==> config.mk <==
export PLATFORM = sky130hd
export DESIGN_NAME = rom_loader_top
export DESIGN_NICKNAME = d
export VERILOG_FILES = /design/src/hw/loader_pkg.sv /design/src/hw/cart_header_scan.sv /design/src/hw/download_decode.sv /design/src/hw/rom_loader_top.sv /design/src/hw/rom_write_port.sv /design/src/hw/word_assembler.sv
export VERILOG_INCLUDE_DIRS = /design/src /design/src/hw
export SDC_FILE = /design/constraint.sdc
export NUM_CORES = 1
export LEC_CHECK = 0
export ABC_AREA = 1
export BUFFER_PORTS_ARGS = -buffer_cell sky130_fd_sc_hd__buf_2
export CORE_MARGIN = 2
export CORE_UTILIZATION = 50
export DETAILED_ROUTE_END_ITERATION = 16
export GPL_ROUTABILITY_DRIVEN = 1
export PLACE_DENSITY = 0.73
export SLEW_MARGIN = 20
export SYNTH_ARGS = -nofsm -noshare
export SYNTH_HDL_FRONTEND = slang
export SYNTH_HIERARCHICAL = 1
export SYNTH_SLANG_ARGS = --single-unit
==> constraint.sdc <==
create_clock -name clk_sys -period 8 [get_ports clk_sys]
set_clock_uncertainty 0.15 [all_clocks]
set_input_delay 1.6 -clock clk_sys [delete_from_list [all_inputs] [get_ports clk_sys]]
set_output_delay 1.6 -clock clk_sys [all_outputs]
set_load 0.005 [all_outputs]
==> src/hw/loader_settings.svh <==
// Widths, index codes and header offsets of the ROM loader
// Index codes follow the host downloader, all other indexes are cartridges
// ROM base is a byte offset and must be even
`ifndef LOADER_SETTINGS_SVH
`define LOADER_SETTINGS_SVH

// ============================================================
// Download stream
`define LD_WORD_W      16       // Host word width
`define LD_ADDR_W      27       // Byte address width
`define LD_INDEX_W     8        // Download index width

`define LD_INDEX_BIOS  0        // Firmware image
`define LD_INDEX_CHEAT 255      // Cheat code list

// ============================================================
// Memory map and cartridge header
`define LD_ROM_BASE    786432   // 0xC0000, ROM start in memory
`define LD_TITLE_ADDR  160      // First title byte in the header
`define LD_TITLE_LEN   12       // Title characters

`endif

==> src/hw/loader_pkg.sv <==
// Types shared by the ROM loader blocks
// Field widths come from loader_settings.svh
// The quirk table holds four titles only
`default_nettype none
`include "loader_settings.svh"

package loader_pkg;

	// Kind of the running download
	typedef enum logic [1:0] {
		kind_none,
		kind_bios,
		kind_cart,
		kind_cheat
	} dl_kind_t;

	// One host write, as registered by the decode stage
	typedef struct packed {
		logic [`LD_WORD_W-1:0] word;  // Raw host word
		logic [`LD_ADDR_W-1:0] addr;  // Byte address
		dl_kind_t              kind;
	} dl_beat_t;

	// Firmware write, one 32-bit word
	typedef struct packed {
		logic [11:0] addr;            // Word address
		logic [31:0] data;
	} bios_wr_t;

	// Cheat code, big-endian field order
	typedef struct packed {
		logic [31:0] flags;
		logic [31:0] addr;
		logic [31:0] compare;
		logic [31:0] replace;
	} cheat_code_t;

	// Cartridge ROM write, halfword addressed
	typedef struct packed {
		logic [`LD_ADDR_W-2:0] addr;  // Includes the ROM base
		logic [`LD_WORD_W-1:0] data;
	} rom_wr_t;

	// Game title and the quirks it needs
	typedef struct packed {
		logic [`LD_TITLE_LEN*8-1:0] title;  // First character in the top byte
		logic                       sram;   // SRAM must stay disabled
		logic                       remap;  // Memory remap needed
	} quirk_entry_t;

	// Cartridge results, valid after a cart download
	typedef struct packed {
		logic                  loaded;
		logic [1:0]            cart_type;    // Top index bits
		logic                  flash_1m;
		logic                  sram_quirk;
		logic                  remap_quirk;
		logic [`LD_ADDR_W-1:0] last_addr;    // Last byte address written
	} cart_status_t;

	// Short titles are padded with zero bytes
	localparam quirk_entry_t quirk_table [4] = '{
		'{title: "ROCKY BOXING",           sram: 1'b1, remap: 1'b0},
		'{title: "DRAGONBALL Z",           sram: 1'b1, remap: 1'b0},
		'{title: {"CASTLEVANIA", 8'h00},   sram: 1'b1, remap: 1'b1},
		'{title: {"ZELDA 1", 40'h0},       sram: 1'b1, remap: 1'b1}
	};

endpackage

`default_nettype wire

==> src/hw/cart_header_scan.sv <==
// Reads the cartridge header while the image streams in
// Flash marker may sit at any byte alignment in the image
// Quirk lookup covers only the titles of loader_pkg::quirk_table
`timescale 1ns/1ns
`default_nettype none
`include "loader_settings.svh"

module cart_header_scan (
	input  wire logic                   clk_sys,
	input  wire logic                   reset,
	input  wire logic                   beat_valid,
	input  wire loader_pkg::dl_beat_t   beat,
	input  wire logic                   dl_start,
	input  wire logic                   dl_end,
	input  wire logic [`LD_INDEX_W-1:0] dl_index,
	output loader_pkg::cart_status_t    cart_status
);

	localparam logic [`LD_ADDR_W-1:0] TITLE_ADDR = `LD_TITLE_ADDR;
	localparam int                    TITLE_W    = `LD_TITLE_LEN * 8;

	logic                  cart_idx;     // Index names a cartridge
	logic                  cart_dl;      // Running download is a cartridge
	logic                  cart_beat;
	logic [`LD_ADDR_W-1:0] title_off;    // Byte offset from the title start
	logic                  title_hit;
	logic                  title_done;   // Word just after the title
	logic [15:0]           swapped;      // Word in stream byte order
	logic [63:0]           history;      // Previous eight header bytes
	logic [TITLE_W-1:0]    title;
	logic                  q_sram;
	logic                  q_remap;
	logic                  marker;
	int                    title_lsb;

	assign cart_idx   = dl_index != `LD_INDEX_W'(`LD_INDEX_BIOS)
		&& dl_index != `LD_INDEX_W'(`LD_INDEX_CHEAT);
	assign cart_beat  = beat_valid && beat.kind == loader_pkg::kind_cart;
	assign swapped    = {beat.word[7:0], beat.word[15:8]};
	assign title_off  = beat.addr - TITLE_ADDR;
	assign title_hit  = cart_beat && beat.addr >= TITLE_ADDR
		&& title_off < `LD_ADDR_W'(`LD_TITLE_LEN);
	assign title_done = cart_beat && beat.addr == TITLE_ADDR + `LD_ADDR_W'(`LD_TITLE_LEN);

	// Marker ends on the low byte or on the high byte of this word
	assign marker = {history, beat.word[7:0]} == "FLASH1M_V"
		|| {history[55:0], swapped} == "FLASH1M_V";

	// First character lands in the top byte
	always_comb begin
		title_lsb = (`LD_TITLE_LEN - 2 - int'(title_off[3:0])) * 8;
	end

	// ============================================================
	// Quirk table lookup
	always_comb begin
		q_sram  = 1'b0;
		q_remap = 1'b0;
		for (int i = 0; i < 4; i++) begin
			if (title == loader_pkg::quirk_table[i].title) begin
				q_sram  = q_sram | loader_pkg::quirk_table[i].sram;
				q_remap = q_remap | loader_pkg::quirk_table[i].remap;
			end
		end
	end

	// Header byte history and title text
	always_ff @(posedge clk_sys) begin
		if (dl_start) history <= '0;                  // No match across images
		else if (cart_beat) history <= {history[47:0], swapped};
		if (title_hit) title[title_lsb +: 16] <= swapped;
	end

	// ============================================================
	// Status
	always_ff @(posedge clk_sys or posedge reset) begin
		if (reset) begin
			cart_status <= '0;
			cart_dl     <= 1'b0;
		end else begin
			if (dl_start) begin
				cart_dl <= cart_idx;
				if (cart_idx) begin
					cart_status.loaded      <= 1'b1;
					cart_status.cart_type   <= dl_index[`LD_INDEX_W-1 -: 2];
					cart_status.flash_1m    <= 1'b0;
					cart_status.sram_quirk  <= 1'b0;
					cart_status.remap_quirk <= 1'b0;
				end
			end
			if (cart_beat && marker) cart_status.flash_1m <= 1'b1;
			if (title_done) begin                      // Title complete
				cart_status.sram_quirk  <= q_sram;
				cart_status.remap_quirk <= q_remap;
			end
			if (dl_end && cart_dl) cart_status.last_addr <= beat.addr;
		end
	end

endmodule

`default_nettype wire

==> src/hw/download_decode.sv <==
// Decode stage of the host download stream
// Kind is fixed at the start of a download and dropped at its end
// Host must keep dl_index stable while dl_active is high
`timescale 1ns/1ns
`default_nettype none
`include "loader_settings.svh"

module download_decode (
	input  wire logic                   clk_sys,
	input  wire logic                   reset,
	input  wire logic                   dl_active,
	input  wire logic [`LD_INDEX_W-1:0] dl_index,
	input  wire logic [`LD_ADDR_W-1:0]  dl_addr,
	input  wire logic [`LD_WORD_W-1:0]  dl_word,
	input  wire logic                   dl_wr,
	output logic                        beat_valid,
	output loader_pkg::dl_beat_t        beat,
	output logic                        dl_start,
	output logic                        dl_end,
	output logic                        cheat_clear
);

	logic                 active_q;     // dl_active one cycle late
	logic                 rise;
	loader_pkg::dl_kind_t kind_q;       // Kind of the running download
	loader_pkg::dl_kind_t kind_now;     // Kind seen by this cycle's write
	loader_pkg::dl_kind_t index_kind;

	assign rise = dl_active & ~active_q;

	// Index to kind
	always_comb begin
		if (dl_index == `LD_INDEX_W'(`LD_INDEX_BIOS)) index_kind = loader_pkg::kind_bios;
		else if (dl_index == `LD_INDEX_W'(`LD_INDEX_CHEAT)) index_kind = loader_pkg::kind_cheat;
		else index_kind = loader_pkg::kind_cart;
	end

	// A write in the first active cycle already gets the new kind
	assign kind_now = rise ? index_kind : kind_q;

	// ============================================================
	// Control state
	always_ff @(posedge clk_sys or posedge reset) begin
		if (reset) begin
			active_q    <= 1'b0;
			kind_q      <= loader_pkg::kind_none;
			dl_start    <= 1'b0;
			dl_end      <= 1'b0;
			cheat_clear <= 1'b0;
			beat_valid  <= 1'b0;
		end else begin
			active_q    <= dl_active;
			dl_start    <= rise;
			dl_end      <= ~dl_active & active_q;   // Falling edge
			cheat_clear <= rise && index_kind == loader_pkg::kind_cheat;
			beat_valid  <= dl_wr;
			if (!dl_active) kind_q <= loader_pkg::kind_none;
			else kind_q <= kind_now;
		end
	end

	// Beat register, holds the last write
	always_ff @(posedge clk_sys) begin
		if (dl_wr) begin
			beat.word <= dl_word;
			beat.addr <= dl_addr;
			beat.kind <= kind_now;
		end
	end

	// Host writes only inside a download
	a_wr_in_download: assert property (@(posedge clk_sys) disable iff (reset)
		dl_wr |-> dl_active);

endmodule

`default_nettype wire

==> src/hw/rom_loader_top.sv <==
// ROM download front end: decode, execute units and header scan
// The host obeys dl_wait before each write
// Firmware address covers a 16 KiB image
`timescale 1ns/1ns
`default_nettype none
`include "loader_settings.svh"

module rom_loader_top (
	input  wire logic                   clk_sys,
	input  wire logic                   reset,
	input  wire logic                   dl_active,
	input  wire logic [`LD_INDEX_W-1:0] dl_index,
	input  wire logic [`LD_ADDR_W-1:0]  dl_addr,
	input  wire logic [`LD_WORD_W-1:0]  dl_word,
	input  wire logic                   dl_wr,
	output logic                        dl_wait,
	output logic                        bios_wr,
	output loader_pkg::bios_wr_t        bios_data,
	output logic                        cheat_valid,
	output loader_pkg::cheat_code_t     cheat_code,
	output logic                        cheat_clear,
	output logic                        rom_req,
	output loader_pkg::rom_wr_t         rom_wr,
	input  wire logic                   rom_ack,
	output loader_pkg::cart_status_t    cart_status
);

	logic                  beat_valid;
	loader_pkg::dl_beat_t  beat;
	logic                  dl_start;
	logic                  dl_end;
	logic [31:0]           bios_word;
	logic [`LD_ADDR_W-1:0] bios_addr;    // Byte address of the high halfword

	// ============================================================
	// Decode
	download_decode u_decode (
		.clk_sys, .reset, .dl_active, .dl_index, .dl_addr, .dl_word, .dl_wr,
		.beat_valid, .beat, .dl_start, .dl_end, .cheat_clear
	);

	// Execute
	word_assembler #(
		.payload_t(logic [31:0]), .LAST_OFFSET(2), .ACCEPT_KIND(loader_pkg::kind_bios)
	) u_bios (
		.clk_sys, .reset, .beat_valid, .beat,
		.out_valid(bios_wr), .out_payload(bios_word), .out_addr(bios_addr)
	);

	assign bios_data = '{addr: bios_addr[13:2], data: bios_word};

	word_assembler #(
		.payload_t(loader_pkg::cheat_code_t), .LAST_OFFSET(14),
		.ACCEPT_KIND(loader_pkg::kind_cheat)
	) u_cheat (
		.clk_sys, .reset, .beat_valid, .beat,
		.out_valid(cheat_valid), .out_payload(cheat_code), .out_addr()
	);

	rom_write_port u_rom (
		.clk_sys, .reset, .beat_valid, .beat, .rom_req, .rom_wr, .rom_ack, .dl_wait
	);

	// Result
	cart_header_scan u_scan (
		.clk_sys, .reset, .beat_valid, .beat, .dl_start, .dl_end, .dl_index, .cart_status
	);

endmodule

`default_nettype wire

==> src/hw/rom_write_port.sv <==
// Cartridge beats to ROM memory writes at the ROM base
// One request in flight, the host is stalled until it is acknowledged
// rom_ack is taken only while rom_req is high
`timescale 1ns/1ns
`default_nettype none
`include "loader_settings.svh"

module rom_write_port (
	input  wire logic                 clk_sys,
	input  wire logic                 reset,
	input  wire logic                 beat_valid,
	input  wire loader_pkg::dl_beat_t beat,
	output logic                      rom_req,
	output loader_pkg::rom_wr_t       rom_wr,
	input  wire logic                 rom_ack,
	output logic                      dl_wait
);

	// ROM base as a halfword address
	localparam logic [`LD_ADDR_W-2:0] ROM_BASE_HW = (`LD_ADDR_W-1)'(`LD_ROM_BASE / 2);

	logic cart_beat;

	assign cart_beat = beat_valid && beat.kind == loader_pkg::kind_cart;

	// Stall from the beat register until the request is done
	assign dl_wait = cart_beat | rom_req;

	always_ff @(posedge clk_sys or posedge reset) begin
		if (reset) rom_req <= 1'b0;
		else if (cart_beat) rom_req <= 1'b1;
		else if (rom_ack) rom_req <= 1'b0;    // Held until memory takes it
	end

	always_ff @(posedge clk_sys) begin
		if (cart_beat) begin
			rom_wr.addr <= beat.addr[`LD_ADDR_W-1:1] + ROM_BASE_HW;
			rom_wr.data <= beat.word;
		end
	end

	// Pending request keeps its values
	a_req_stable: assert property (@(posedge clk_sys) disable iff (reset)
		rom_req && !rom_ack |=> rom_req && $stable(rom_wr));

endmodule

`default_nettype wire

==> src/hw/word_assembler.sv <==
// Gathers 16-bit beats of one download kind into a wider payload
// 32-bit words of the payload are big-endian, halfwords inside a word little-endian
// payload_t must be a multiple of 32 bits, groups are aligned to its byte size
`timescale 1ns/1ns
`default_nettype none
`include "loader_settings.svh"

module word_assembler #(
	parameter type                  payload_t   = logic [31:0],
	parameter int                   LAST_OFFSET = 2,   // Byte offset of the closing halfword
	parameter loader_pkg::dl_kind_t ACCEPT_KIND = loader_pkg::kind_bios
) (
	input  wire logic                  clk_sys,
	input  wire logic                  reset,
	input  wire logic                  beat_valid,
	input  wire loader_pkg::dl_beat_t  beat,
	output logic                       out_valid,
	output payload_t                   out_payload,
	output logic [`LD_ADDR_W-1:0]      out_addr      // Byte address of the closing beat
);

	localparam int PAYLOAD_W = $bits(payload_t);
	localparam int NUM_WORDS = PAYLOAD_W / 32;
	localparam int OFF_W     = $clog2(PAYLOAD_W / 8);

	logic [PAYLOAD_W-1:0] acc;        // Collected halfwords
	logic [OFF_W-1:0]     offset;     // Byte offset inside the group
	logic                 take;
	logic                 last;
	int                   slot_lsb;

	assign take   = beat_valid && beat.kind == ACCEPT_KIND;
	assign offset = beat.addr[OFF_W-1:0];
	assign last   = take && offset == OFF_W'(LAST_OFFSET);

	// Slot of this halfword, first 32-bit word at the top
	always_comb begin
		slot_lsb = (NUM_WORDS - 1 - int'(offset >> 2)) * 32 + (offset[1] ? 16 : 0);
	end

	always_ff @(posedge clk_sys) begin
		if (take) acc[slot_lsb +: 16] <= beat.word;
		if (last) out_addr <= beat.addr;
	end

	always_ff @(posedge clk_sys or posedge reset) begin
		if (reset) out_valid <= 1'b0;
		else out_valid <= last;    // One cycle after the closing beat
	end

	assign out_payload = payload_t'(acc);

	// Closing beats are never back to back
	a_single_pulse: assert property (@(posedge clk_sys) disable iff (reset)
		out_valid |=> !out_valid);

endmodule

`default_nettype wire

; ---- Word-level counts from Yosys, hierarchy flattened
; Index checks and enable logic that the tools add are counted.
[word_totals]
ff_bits = 465
inputBits = 56
output_inout_bits = 252
elab_cells = 105
[classes]
n_addsub = 8
order_cmp = 2
eq_ne = 15
shifts = 6
mux = 20
bitwise_logic = 5
n_reduce_logical = 23
[op_table]
columns = operator, n
row1 = $eq 96x95->1 const B, 4
row2 = $eq 72x71->1 const B, 2
row3 = $bwmux 128, 1
row4 = $shift 16x33->128 const A, 1
row5 = $shiftx 16x33->128, 1
row6 = $neg 32->33, 3
row7 = $bwmux 96, 1
row8 = $shift 16x33->96 const A, 1
row9 = $shiftx 16x33->96, 1
row10 = $shift 16x33->32 const A, 1
row11 = $shiftx 16x33->32, 1
row12 = $add 32x32->32, 1
row13 = $bwmux 32, 1
row14 = $eq 27x8->1 const B, 1
row15 = $ge 27x8->1 const B, 1
row16 = $lt 27x4->1 const B, 1
row17 = $sub 27x8->27 const B, 1
row18 = $add 26x19->26 const B, 1
row19 = $logic_and 1x1->1, 12
row20 = $mux 1, 10
row21 = $reduce_bool 2->1, 5
row22 = $eq 2x2->1 const B, 4
row23 = $eq 8x8->1 const B, 1
row24 = $logic_not 8->1, 1
row25 = 14 further kinds, 22

; ---- Depth between registers and ports, before layout
; Gate-level depths: netlist (run 1).
[logic_depth]
word_depth = 6
depth_mapped = 20
depth_no_buf = 19

; ---- By module
; Netlist (run 1), hierarchy kept.
[by_module_without_submodules]
columns = mod, instances, cells_each, area_each_um2, seq_area_each_um2
row1 = cart_header_scan, 1, 1255, 9870.7, 5014.8
row2 = word_assembler at u_cheat, 1, 429, 5947.0, 4679.5
row3 = word_assembler at u_bios, 1, 137, 2119.5, 1796.7
row4 = download_decode, 1, 90, 1675.4, 1526.5
row5 = rom_write_port, 1, 91, 1520.2, 1286.2

; ---- Worst setup path before layout (run 1)
; No wires, ideal clock.
[synth_timing]
path_type = reg-to-reg
from = register, netlist name u_decode/beat[2]
to = register u_scan.title[10] (enable)
setup_ps = 371
arrival_ps = 3323
required_ps = 7479
setup_slack_ps = 4157
stages_incl_launch_ff = 21
path_buffers = 1
period_less_slack_ps = 3843
cell_sequence = edfxtp_1 -> clkinv_1 -> clkbuf_1 -> ha_1 -> inv_2 -> nor2_4 -> inv_2 -> nor2_8 -> nand2_4 -> ha_1 -> inv_1 -> nand2_1 -> nor2_1 -> nand3_1 -> nand2_1 -> nand4_1 -> nor2_1 -> nand3_1 -> nand2_1 -> inv_1 -> nor2_1
[synth_via]
elab_chain_cells = 3
elab_cells_between_ends = 5
cone_classes = 1 x add/sub / 2 x order compare / 2 x reduce/logical
[synth_rtl]
columns = item, line_no
row1 = $sub 27x8->27 / $ge 27x8->1 (equally long branches), "cart_header_scan.sv:40, cart_header_scan.sv:41"
row2 = $lt 27x4->1 / $logic_and 1x1->1 (equally long branches), "cart_header_scan.sv:42, cart_header_scan.sv:41"
row3 = $logic_and 1x1->1 (*), cart_header_scan.sv:41  ; assign title_hit = cart_beat && beat.addr >= TITLE_ADDR
row4 = "to (signal, indexed assignment)", cart_header_scan.sv:71  ; if (title_hit) title[title_lsb +: 16] <= swapped;
row5 = to (decl), cart_header_scan.sv:30  ; logic [TITLE_W-1:0] title;
; Mark *: on every way between the ends. The rest lies on a longest branch, timed or not.
; A chain may end at the register's enable or synchronous reset.

; ---- Final worst setup path (run 1)
[layout_timing]
from = register, netlist name u_decode/beat[2]
to = register u_scan.title[12] (enable)
[layout_via]
elab_chain_cells = 3
elab_cells_between_ends = 5
cone_classes = 1 x add/sub / 2 x order compare / 2 x reduce/logical
[layout_rtl]
columns = item, line_no
row1 = $sub 27x8->27 / $ge 27x8->1 (equally long branches), "cart_header_scan.sv:40, cart_header_scan.sv:41"
row2 = $lt 27x4->1 / $logic_and 1x1->1 (equally long branches), "cart_header_scan.sv:42, cart_header_scan.sv:41"
row3 = $logic_and 1x1->1 (*), cart_header_scan.sv:41
; Marked as above.

==> flow_results.xml, run 1 <==
<?xml version="1.0" encoding="UTF-8"?>
<metrics>
  <group name="critical_path">
    <metric name="critPathTopFamily" unit="">simple AND/OR/NAND/NOR gates</metric>
    <metric name="cp_slowest_stage_delay" unit="ns">0.71</metric>
    <metric name="critical_path.startpoint_type" unit="">flop</metric>
    <metric name="worst_r2r_startpoint" unit="">u_decode/beat[2]</metric>
    <metric name="cp-end-kind" unit="">flop</metric>
    <metric name="worst-path-max-fanout" unit="">44</metric>
    <metric name="critical_path_start_end_classification" unit="">flop to flop</metric>
    <metric name="cp_num_cells" unit="">20</metric>
    <metric name="r2r_slack" unit="ns">2.37</metric>
    <metric name="timing.rr.end" unit="">u_scan/title[12]</metric>
    <metric name="ff2ff_path_depth" unit="">20</metric>
    <metric name="slowest_stage" unit="">ha_1</metric>
    <metric name="crit_path_cell_trace" unit="">buf_4 -&gt; clkinv_1 -&gt; ha_1 -&gt; inv_2 -&gt; nor2_4 -&gt; inv_2 -&gt; nor2_8 -&gt; nand2_4 -&gt; inv_1 -&gt; ha_1 -&gt; nand2_1 -&gt; nor2_1 -&gt; nand3_1 -&gt; nand2_1 -&gt; nand4_1 -&gt; nor2_1 -&gt; nand3_1 -&gt; nand2_1 -&gt; inv_1 -&gt; nor2_1</metric>
    <metric name="critical_path_arrival" unit="ns">5.69</metric>
    <metric name="crit_buf_inv" unit="">6</metric>
    <metric name="cp_required" unit="ns">8.05</metric>
  </group>
  <group name="sta">
    <metric name="hold_violations" unit="">0</metric>
    <metric name="total_setup_violations_reported_at_the_end_of_the_flow" unit="">0</metric>
    <metric name="timing.final.crit_period" unit="ns">5.63</metric>
    <metric name="fin_crit_sh" unit="%">70.4</metric>
    <metric name="final-max-slew-violation-count" unit="">0</metric>
    <metric name="worstMarginPinSlew" unit="ns">1.00</metric>
    <metric name="fmax" unit="MHz">177</metric>
    <metric name="grt_setup_unrepaired" unit="">no</metric>
    <metric name="relSlewSlack" unit="%">33.1</metric>
    <metric name="setup_tns_after_final_layout" unit="ns">0</metric>
  </group>
  <group name="synth">
    <metric name="yosys_warnings" unit="">6</metric>
    <metric name="syn-mean-instance-area" unit="µm²">10.1</metric>
    <metric name="mappedNetlistArea" unit="µm²">19900</metric>
    <metric name="synth_cells" unit="">1960</metric>
    <metric name="synth_nets" unit="">2032</metric>
  </group>
  <group name="detailed_routing">
    <metric name="wl_per_cell" unit="µm">20.0</metric>
    <metric name="ant_nets" unit="">0</metric>
    <metric name="route.detailed.vias_per_inst" unit="">5.48</metric>
    <metric name="detail_route.drc_violations" unit="">0</metric>
    <metric name="drt_pass1_iterations" unit="">5</metric>
    <metric name="routed-via-count" unit="">15538</metric>
    <metric name="drt-total-wl" unit="mm">56.7</metric>
    <metric name="drt_iter0_drc" unit="">1688</metric>
  </group>
  <group name="die">
    <metric name="start_util" unit="%">50.4</metric>
    <metric name="num_io_pins" unit="">308</metric>
    <metric name="die_width" unit="µm">203</metric>
    <metric name="fp-row-count" unit="">73</metric>
    <metric name="fp.dieH" unit="µm">203</metric>
    <metric name="fp.coreArea" unit="µm²">39500</metric>
    <metric name="die_area" unit="µm²">41400</metric>
  </group>
  <group name="clocking">
    <metric name="cts_inserted_buffers" unit="">49</metric>
    <metric name="max-clock-path-buffers" unit="">3</metric>
    <metric name="post_cts_resized" unit="">0</metric>
    <metric name="clk_root_buffer_cell" unit="">clkbuf_16</metric>
    <metric name="clk_pin_slew_worst_paths" unit="ns">0.06</metric>
    <metric name="post_cts_buffers" unit="">0</metric>
    <metric name="count_of_hold_fix_buffers_inserted_at_cts" unit="">0</metric>
    <metric name="tritoncts_clock_tree" unit="">built</metric>
    <metric name="worstSkewPairLatency" unit="ns">0.58</metric>
    <metric name="cts-htree-levels" unit="">2</metric>
    <metric name="cts.sink_count" unit="">463</metric>
  </group>
  <group name="power_and_ir_drop">
    <metric name="switching_share" unit="%">26.0</metric>
    <metric name="power.switching" unit="mW">1.47</metric>
    <metric name="power.share.sequential" unit="%">49.5</metric>
    <metric name="pnr_total_power" unit="mW">5.65</metric>
    <metric name="vdd.ir_drop.worst" unit="V">0.000177</metric>
    <metric name="power_density" unit="nW/µm²">241</metric>
    <metric name="relative_contribution_of_combinational_cells_to_total_power" unit="%">11.2</metric>
    <metric name="cell_internal_pwr" unit="mW">4.18</metric>
    <metric name="clkPwrFrac" unit="%">39.3</metric>
    <metric name="leakage" unit="nW">9.78</metric>
  </group>
  <group name="global_route">
    <metric name="initial_antenna_violation_count" unit="">2</metric>
    <metric name="overall_fraction_of_global_route_tracks_in_use" unit="%">27.4</metric>
    <metric name="number_of_global_route_vias_before_repair" unit="">14759</metric>
    <metric name="grt_first_pass_wirelength" unit="mm">85.9</metric>
    <metric name="grt_max_degree" unit="">77</metric>
    <metric name="overflow" unit="">0</metric>
  </group>
  <group name="placement">
    <metric name="gp_congestion" unit="">0.928</metric>
    <metric name="place_area" unit="µm²">21900</metric>
    <metric name="numPortBuffers" unit="">307</metric>
    <metric name="hpwl" unit="mm">39.9</metric>
  </group>
  <group name="finish">
    <metric name="num-nets-final" unit="">2343</metric>
    <metric name="post-route-cell-area" unit="µm²">23500</metric>
    <metric name="fin_util" unit="%">59.5</metric>
    <metric name="drive_above_1_share" unit="%">20.3</metric>
    <metric name="areaGrowthSynthToFinish" unit="%">18.1</metric>
    <metric name="final.fill_count" unit="">3337</metric>
  </group>
  <group name="min_path">
    <metric name="worstHoldPathType" unit="">flop to flop</metric>
    <metric name="hp-start" unit="">u_scan/history[62]</metric>
    <metric name="whs_path_depth" unit="">2</metric>
    <metric name="worstHoldEndpoint" unit="">u_scan/history[62]</metric>
  </group>
  <group name="run_status">
    <metric name="result_of_the_run" unit="">finished clean</metric>
  </group>
  <group name="flow_run">
    <metric name="timing.max_cap.violations" unit="">0</metric>
  </group>
</metrics>
## layout by cell type (no fill, tap or decap), drive strengths merged, types with 31 or more instances in the layout
cell type,n
nand4,54
o21ai,109
edfxtp,355
buf,335
nor3,31
inv,181
nand2,329
clkbuf,63
dfxtp,64
nor2,474
dfrtp,44
nand3,102
a21oi,66
## per-stage QoR
step | cells | hold slack, ns | setup WS, ns
after floorplan | 1960 | 0.280 | 4.19
after global placement | 2745 | 0.291 | 2.69
after detailed placement | 2745 | 0.303 | 2.53
after CTS | 2835 | 0.311 | 2.51
after global routing | 2836 | 0.333 | 1.96
final | 2837 | 0.309 | 2.37
## per-layer routing
layer	share of wire, %	track usage (%)
met4	3.5	10.3
met5	0.026	0
met1	39	35.5
met3	9.3	5.54
met2	49	45.7
## registers in the layout (all words and copies together), names as in the netlist, 2 cells and up
register / count
u_rom/rom_wr: 42
u_bios/out_payload: 32
u_cheat/out_payload: 128
u_bios/out_addr: 12
u_scan/title: 96
u_scan/cart_status: 33
u_decode/kind_q: 2
u_decode/beat: 45
u_scan/history: 64
## worst max path at each step
stage	endpoint	from	slack [ns]
6_report	u_scan/title[12]	u_decode/beat[2]	2.37
5_1_grt	u_scan/title[12]	u_decode/beat[2]	1.96
4_1_cts	u_scan/title[15]	u_decode/beat[2]	2.51
3_5_place_dp	u_scan/title[12]	u_decode/beat[2]	2.53
3_3_place_gp	u_scan/title[8]	u_decode/beat[2]	2.69
2_1_floorplan	u_scan/title[10]	u_decode/beat[2]	4.19
## power by group through the flow
stage               registers, mW  logic (mW)  clock network [mW]
floorplan                    2.83       0.397                   0
global placement             2.84       0.608                   0
detailed placement           2.84       0.621                   0
CTS                          2.80       0.625                2.25
global route                 2.81       0.696                2.36
finish                       2.80       0.632                2.22
## area by class of cell
type	count	area, µm²	area share, %
Clock inverter	27	249	1.06
Sequential cell	463	13000	55.6
Antenna cell	2	5.00	0.0213
Tap cell	525	657	2.80
Timing Repair Buffer	335	1750	7.45
Multi-Input combinational cell	1241	5750	24.5
Clock buffer	63	1340	5.71
Inverter	181	682	2.90
## worst register-to-register path: stages (launching register included)
cell and delay (ns):
edfxtp_1 0.32, buf_4 0.38, clkinv_1 0.53, ha_1 0.58, inv_2 0.25, nor2_4 0.07, inv_2 0.24, nor2_8 0.08
nand2_4 0.09, inv_1 0.05, ha_1 0.71, nand2_1 0.13, nor2_1 0.14, nand3_1 0.09, nand2_1 0.15, nand4_1 0.27
nor2_1 0.27, nand3_1 0.10, nand2_1 0.08, inv_1 0.04, nor2_1 0.54
No activity file was read; power rests on OpenSTA's default activity.
==> run 2: changes to the inputs <==
==> constraint.sdc (replaced) <==
create_clock -name clk_sys -period 5.9 [get_ports clk_sys]
set_clock_uncertainty 0.15 [all_clocks]
set_input_delay 1.18 -clock clk_sys [delete_from_list [all_inputs] [get_ports clk_sys]]
set_output_delay 1.18 -clock clk_sys [all_outputs]
set_load 0.005 [all_outputs]
==> run 2 against run 1 <==
Net effect: core utilization down 0.13 points; count of clock-buffer cells in the layout rose by 4; non-clock buffer count increased by 2; hold slack got worse by 0.0016 ns; sequential cell count is the same; largest power group unchanged; highest routed layer unchanged.
==> flow_results.xml, run 2 (synthesized netlist as in run 1, its figures left out) <==
<?xml version="1.0" encoding="UTF-8"?>
<metrics>
  <group name="clocking">
    <metric name="cts.sink_count" unit="">463</metric>
    <metric name="post_cts_buffers" unit="">0</metric>
    <metric name="max-clock-path-buffers" unit="">3</metric>
    <metric name="clk_root_buffer_cell" unit="">clkbuf_16</metric>
    <metric name="worstSkewPairLatency" unit="ns">0.59</metric>
    <metric name="clk_pin_slew_worst_paths" unit="ns">0.06</metric>
    <metric name="post_cts_resized" unit="">0</metric>
    <metric name="cts_inserted_buffers" unit="">47</metric>
    <metric name="cts-htree-levels" unit="">2</metric>
    <metric name="count_of_hold_fix_buffers_inserted_at_cts" unit="">0</metric>
    <metric name="tritoncts_clock_tree" unit="">built</metric>
  </group>
  <group name="placement">
    <metric name="gp_congestion" unit="">0.955</metric>
    <metric name="numPortBuffers" unit="">307</metric>
    <metric name="hpwl" unit="mm">39.7</metric>
  </group>
  <group name="finish">
    <metric name="areaGrowthSynthToFinish" unit="%">17.9</metric>
    <metric name="largest_register_ff_count" unit="">128</metric>
    <metric name="num-nets-final" unit="">2343</metric>
    <metric name="fin_util" unit="%">59.4</metric>
    <metric name="final_cell_mix" unit="">452 x nor2_1, 355 x edfxtp_1, 319 x nand2_1, 306 x buf_2, 162 x inv_1</metric>
    <metric name="most_frequent_standard_cell_in_the_layout_excluding_fill_and_tap_cells" unit="">nor2_1</metric>
    <metric name="drive_above_1_share" unit="%">20.4</metric>
  </group>
  <group name="critical_path">
    <metric name="critPathMostFrequentCell" unit="">nor2_1</metric>
    <metric name="critical_path_start_end_classification" unit="">flop to flop</metric>
    <metric name="worst-path-max-fanout" unit="">22</metric>
    <metric name="cp_required" unit="ns">5.97</metric>
    <metric name="ff2ff_path_depth" unit="">18</metric>
    <metric name="critical_path_arrival" unit="ns">4.85</metric>
    <metric name="slowest_stage" unit="">ha_1</metric>
    <metric name="cp_slowest_stage_delay" unit="ns">0.70</metric>
    <metric name="critical_path.startpoint_type" unit="">flop</metric>
    <metric name="crit_path_cell_trace" unit="">clkinv_1 -&gt; buf_4 -&gt; ha_1 -&gt; inv_2 -&gt; nor2_4 -&gt; inv_2 -&gt; nor2_8 -&gt; nand2_4 -&gt; inv_1 -&gt; ha_1 -&gt; nand2_1 -&gt; nor2_1 -&gt; nand3_1 -&gt; nand2_1 -&gt; nand4_1 -&gt; nor2_1 -&gt; a21oi_1 -&gt; nor2_1</metric>
    <metric name="cp-end-kind" unit="">flop</metric>
  </group>
  <group name="min_path">
    <metric name="worstHoldPathType" unit="">flop to flop</metric>
    <metric name="whs_path_depth" unit="">2</metric>
  </group>
  <group name="die">
    <metric name="die_width" unit="µm">203</metric>
    <metric name="fp.dieH" unit="µm">203</metric>
    <metric name="start_util" unit="%">50.4</metric>
    <metric name="die_area" unit="µm²">41400</metric>
    <metric name="fp.coreArea" unit="µm²">39500</metric>
    <metric name="num_io_pins" unit="">308</metric>
    <metric name="fp-row-count" unit="">73</metric>
  </group>
  <group name="power_and_ir_drop">
    <metric name="power_density" unit="nW/µm²">323</metric>
    <metric name="vdd.ir_drop.worst" unit="V">0.000247</metric>
    <metric name="leakage" unit="nW">9.78</metric>
  </group>
  <group name="sta">
    <metric name="fin_crit_sh" unit="%">81.1</metric>
    <metric name="timing.final.crit_period" unit="ns">4.78</metric>
    <metric name="hold_violations" unit="">0</metric>
    <metric name="final-max-slew-violation-count" unit="">0</metric>
    <metric name="relSlewSlack" unit="%">33.5</metric>
    <metric name="setup_tns_after_final_layout" unit="ns">0</metric>
    <metric name="fmax" unit="MHz">209</metric>
    <metric name="grt_setup_unrepaired" unit="">no</metric>
    <metric name="total_setup_violations_reported_at_the_end_of_the_flow" unit="">0</metric>
    <metric name="worstMarginPinSlew" unit="ns">0.997</metric>
  </group>
  <group name="detailed_routing">
    <metric name="routed-via-count" unit="">15420</metric>
    <metric name="detail_route.drc_violations" unit="">0</metric>
    <metric name="ant_nets" unit="">0</metric>
    <metric name="drt-total-wl" unit="mm">56.5</metric>
    <metric name="drt_iter0_drc" unit="">1407</metric>
    <metric name="drt_pass1_iterations" unit="">5</metric>
    <metric name="route.detailed.vias_per_inst" unit="">5.44</metric>
    <metric name="wl_per_cell" unit="µm">19.9</metric>
  </group>
  <group name="global_route">
    <metric name="overall_fraction_of_global_route_tracks_in_use" unit="%">27.4</metric>
    <metric name="grt_max_degree" unit="">75</metric>
    <metric name="number_of_global_route_vias_before_repair" unit="">14799</metric>
    <metric name="overflow" unit="">0</metric>
    <metric name="grt_first_pass_wirelength" unit="mm">85.5</metric>
    <metric name="initial_antenna_violation_count" unit="">3</metric>
  </group>
  <group name="run_status">
    <metric name="result_of_the_run" unit="">finished clean</metric>
  </group>
  <group name="flow_run">
    <metric name="timing.max_cap.violations" unit="">0</metric>
  </group>
</metrics>
[run 2: changes by cell type in the layout (fill, tap and decap cells not counted)]
cell	before	now
clkinvlp_2	1	0
clkinv_1	14	8
bufinv_16	3	2
clkinv_8	1	0
clkinv_2	3	9
clkinvlp_4	4	1
nor2_1	451	452
clkbuf_16	50	48
inv_8	1	0
clkbuf_8	4	6
buf_4	29	31
nor2_2	15	14
inv_16	1	2
clkbuf_1	9	13
[run 2: stage by stage]
step | cell area [µm²] | cells | hold WS [ns] | power, mW | setup WS, ns
3_5_place_dp | 21900 | 2747 | 0.298 | 4.70 | 1.15
3_3_place_gp | 21900 | 2746 | 0.291 | 4.68 | 1.34
5_1_grt | 23400 | 2837 | 0.336 | 7.84 | 0.735
4_1_cts | 23400 | 2835 | 0.307 | 7.61 | 1.15
2_1_floorplan | 19900 | 1960 | 0.280 | 4.38 | 2.09
6_report | 23400 | 2837 | 0.307 | 7.58 | 1.12
[run 2: layer usage]
| metal | track usage [%] | vias to the layer above | wire [µm] |
|---|---|---|---|
| met1 | 35.4 | 7271 | 22000 |
| met2 | 45.4 | 782 | 27100 |
| met5 | 0 | - | 16 |
| met3 | 4.89 | 145 | 4980 |
| li1 | - | 7220 | - |
| met4 | 11.9 | 2 | 2350 |
[run 2: cell type report]
class / instances / area (µm²)
diodes: 2 / 5.00
clock buffers: 67 / 1330
clock inverters: 21 / 191
fillers: 3273 / 16000
inverters: 181 / 682
multi-input cells: 1241 / 5750
flip-flops and latches: 463 / 13000
well taps: 525 / 657
repair buffers: 337 / 1760
[run 2: worst paths after layout]
check / slack [ns] / from / endpoint
worst max-delay path: 1.12 / u_decode/beat[2] / u_scan/title[75]
worst min-delay path: 0.31 / u_scan/history[50] / u_scan/history[50]
worst max register to register: 1.12 / u_decode/beat[2] / u_scan/title[75]
worst min register to register: 0.31 / u_scan/history[50] / u_scan/history[50]
max in group asynchronous: 4.36 / reset / u_scan/cart_status[1]
min in group asynchronous: 0.34 / reset / u_rom/rom_req
[run 2: worst max-delay path, delay by kind of cell, from the launching register on]
family,cells,cell delay (ns)
buffers and inverters,5,0.81
AOI/OAI and AO/OA,1,0.11
DFF,1,0.36
adders and majority gates,2,1.13
and+or+nand+nor,10,1.85
[run 2: power by group]
part	internal, mW	switching [mW]
clock network	1.68	1.25
registers	3.68	0.112
logic	0.245	0.622
total	5.60	1.98
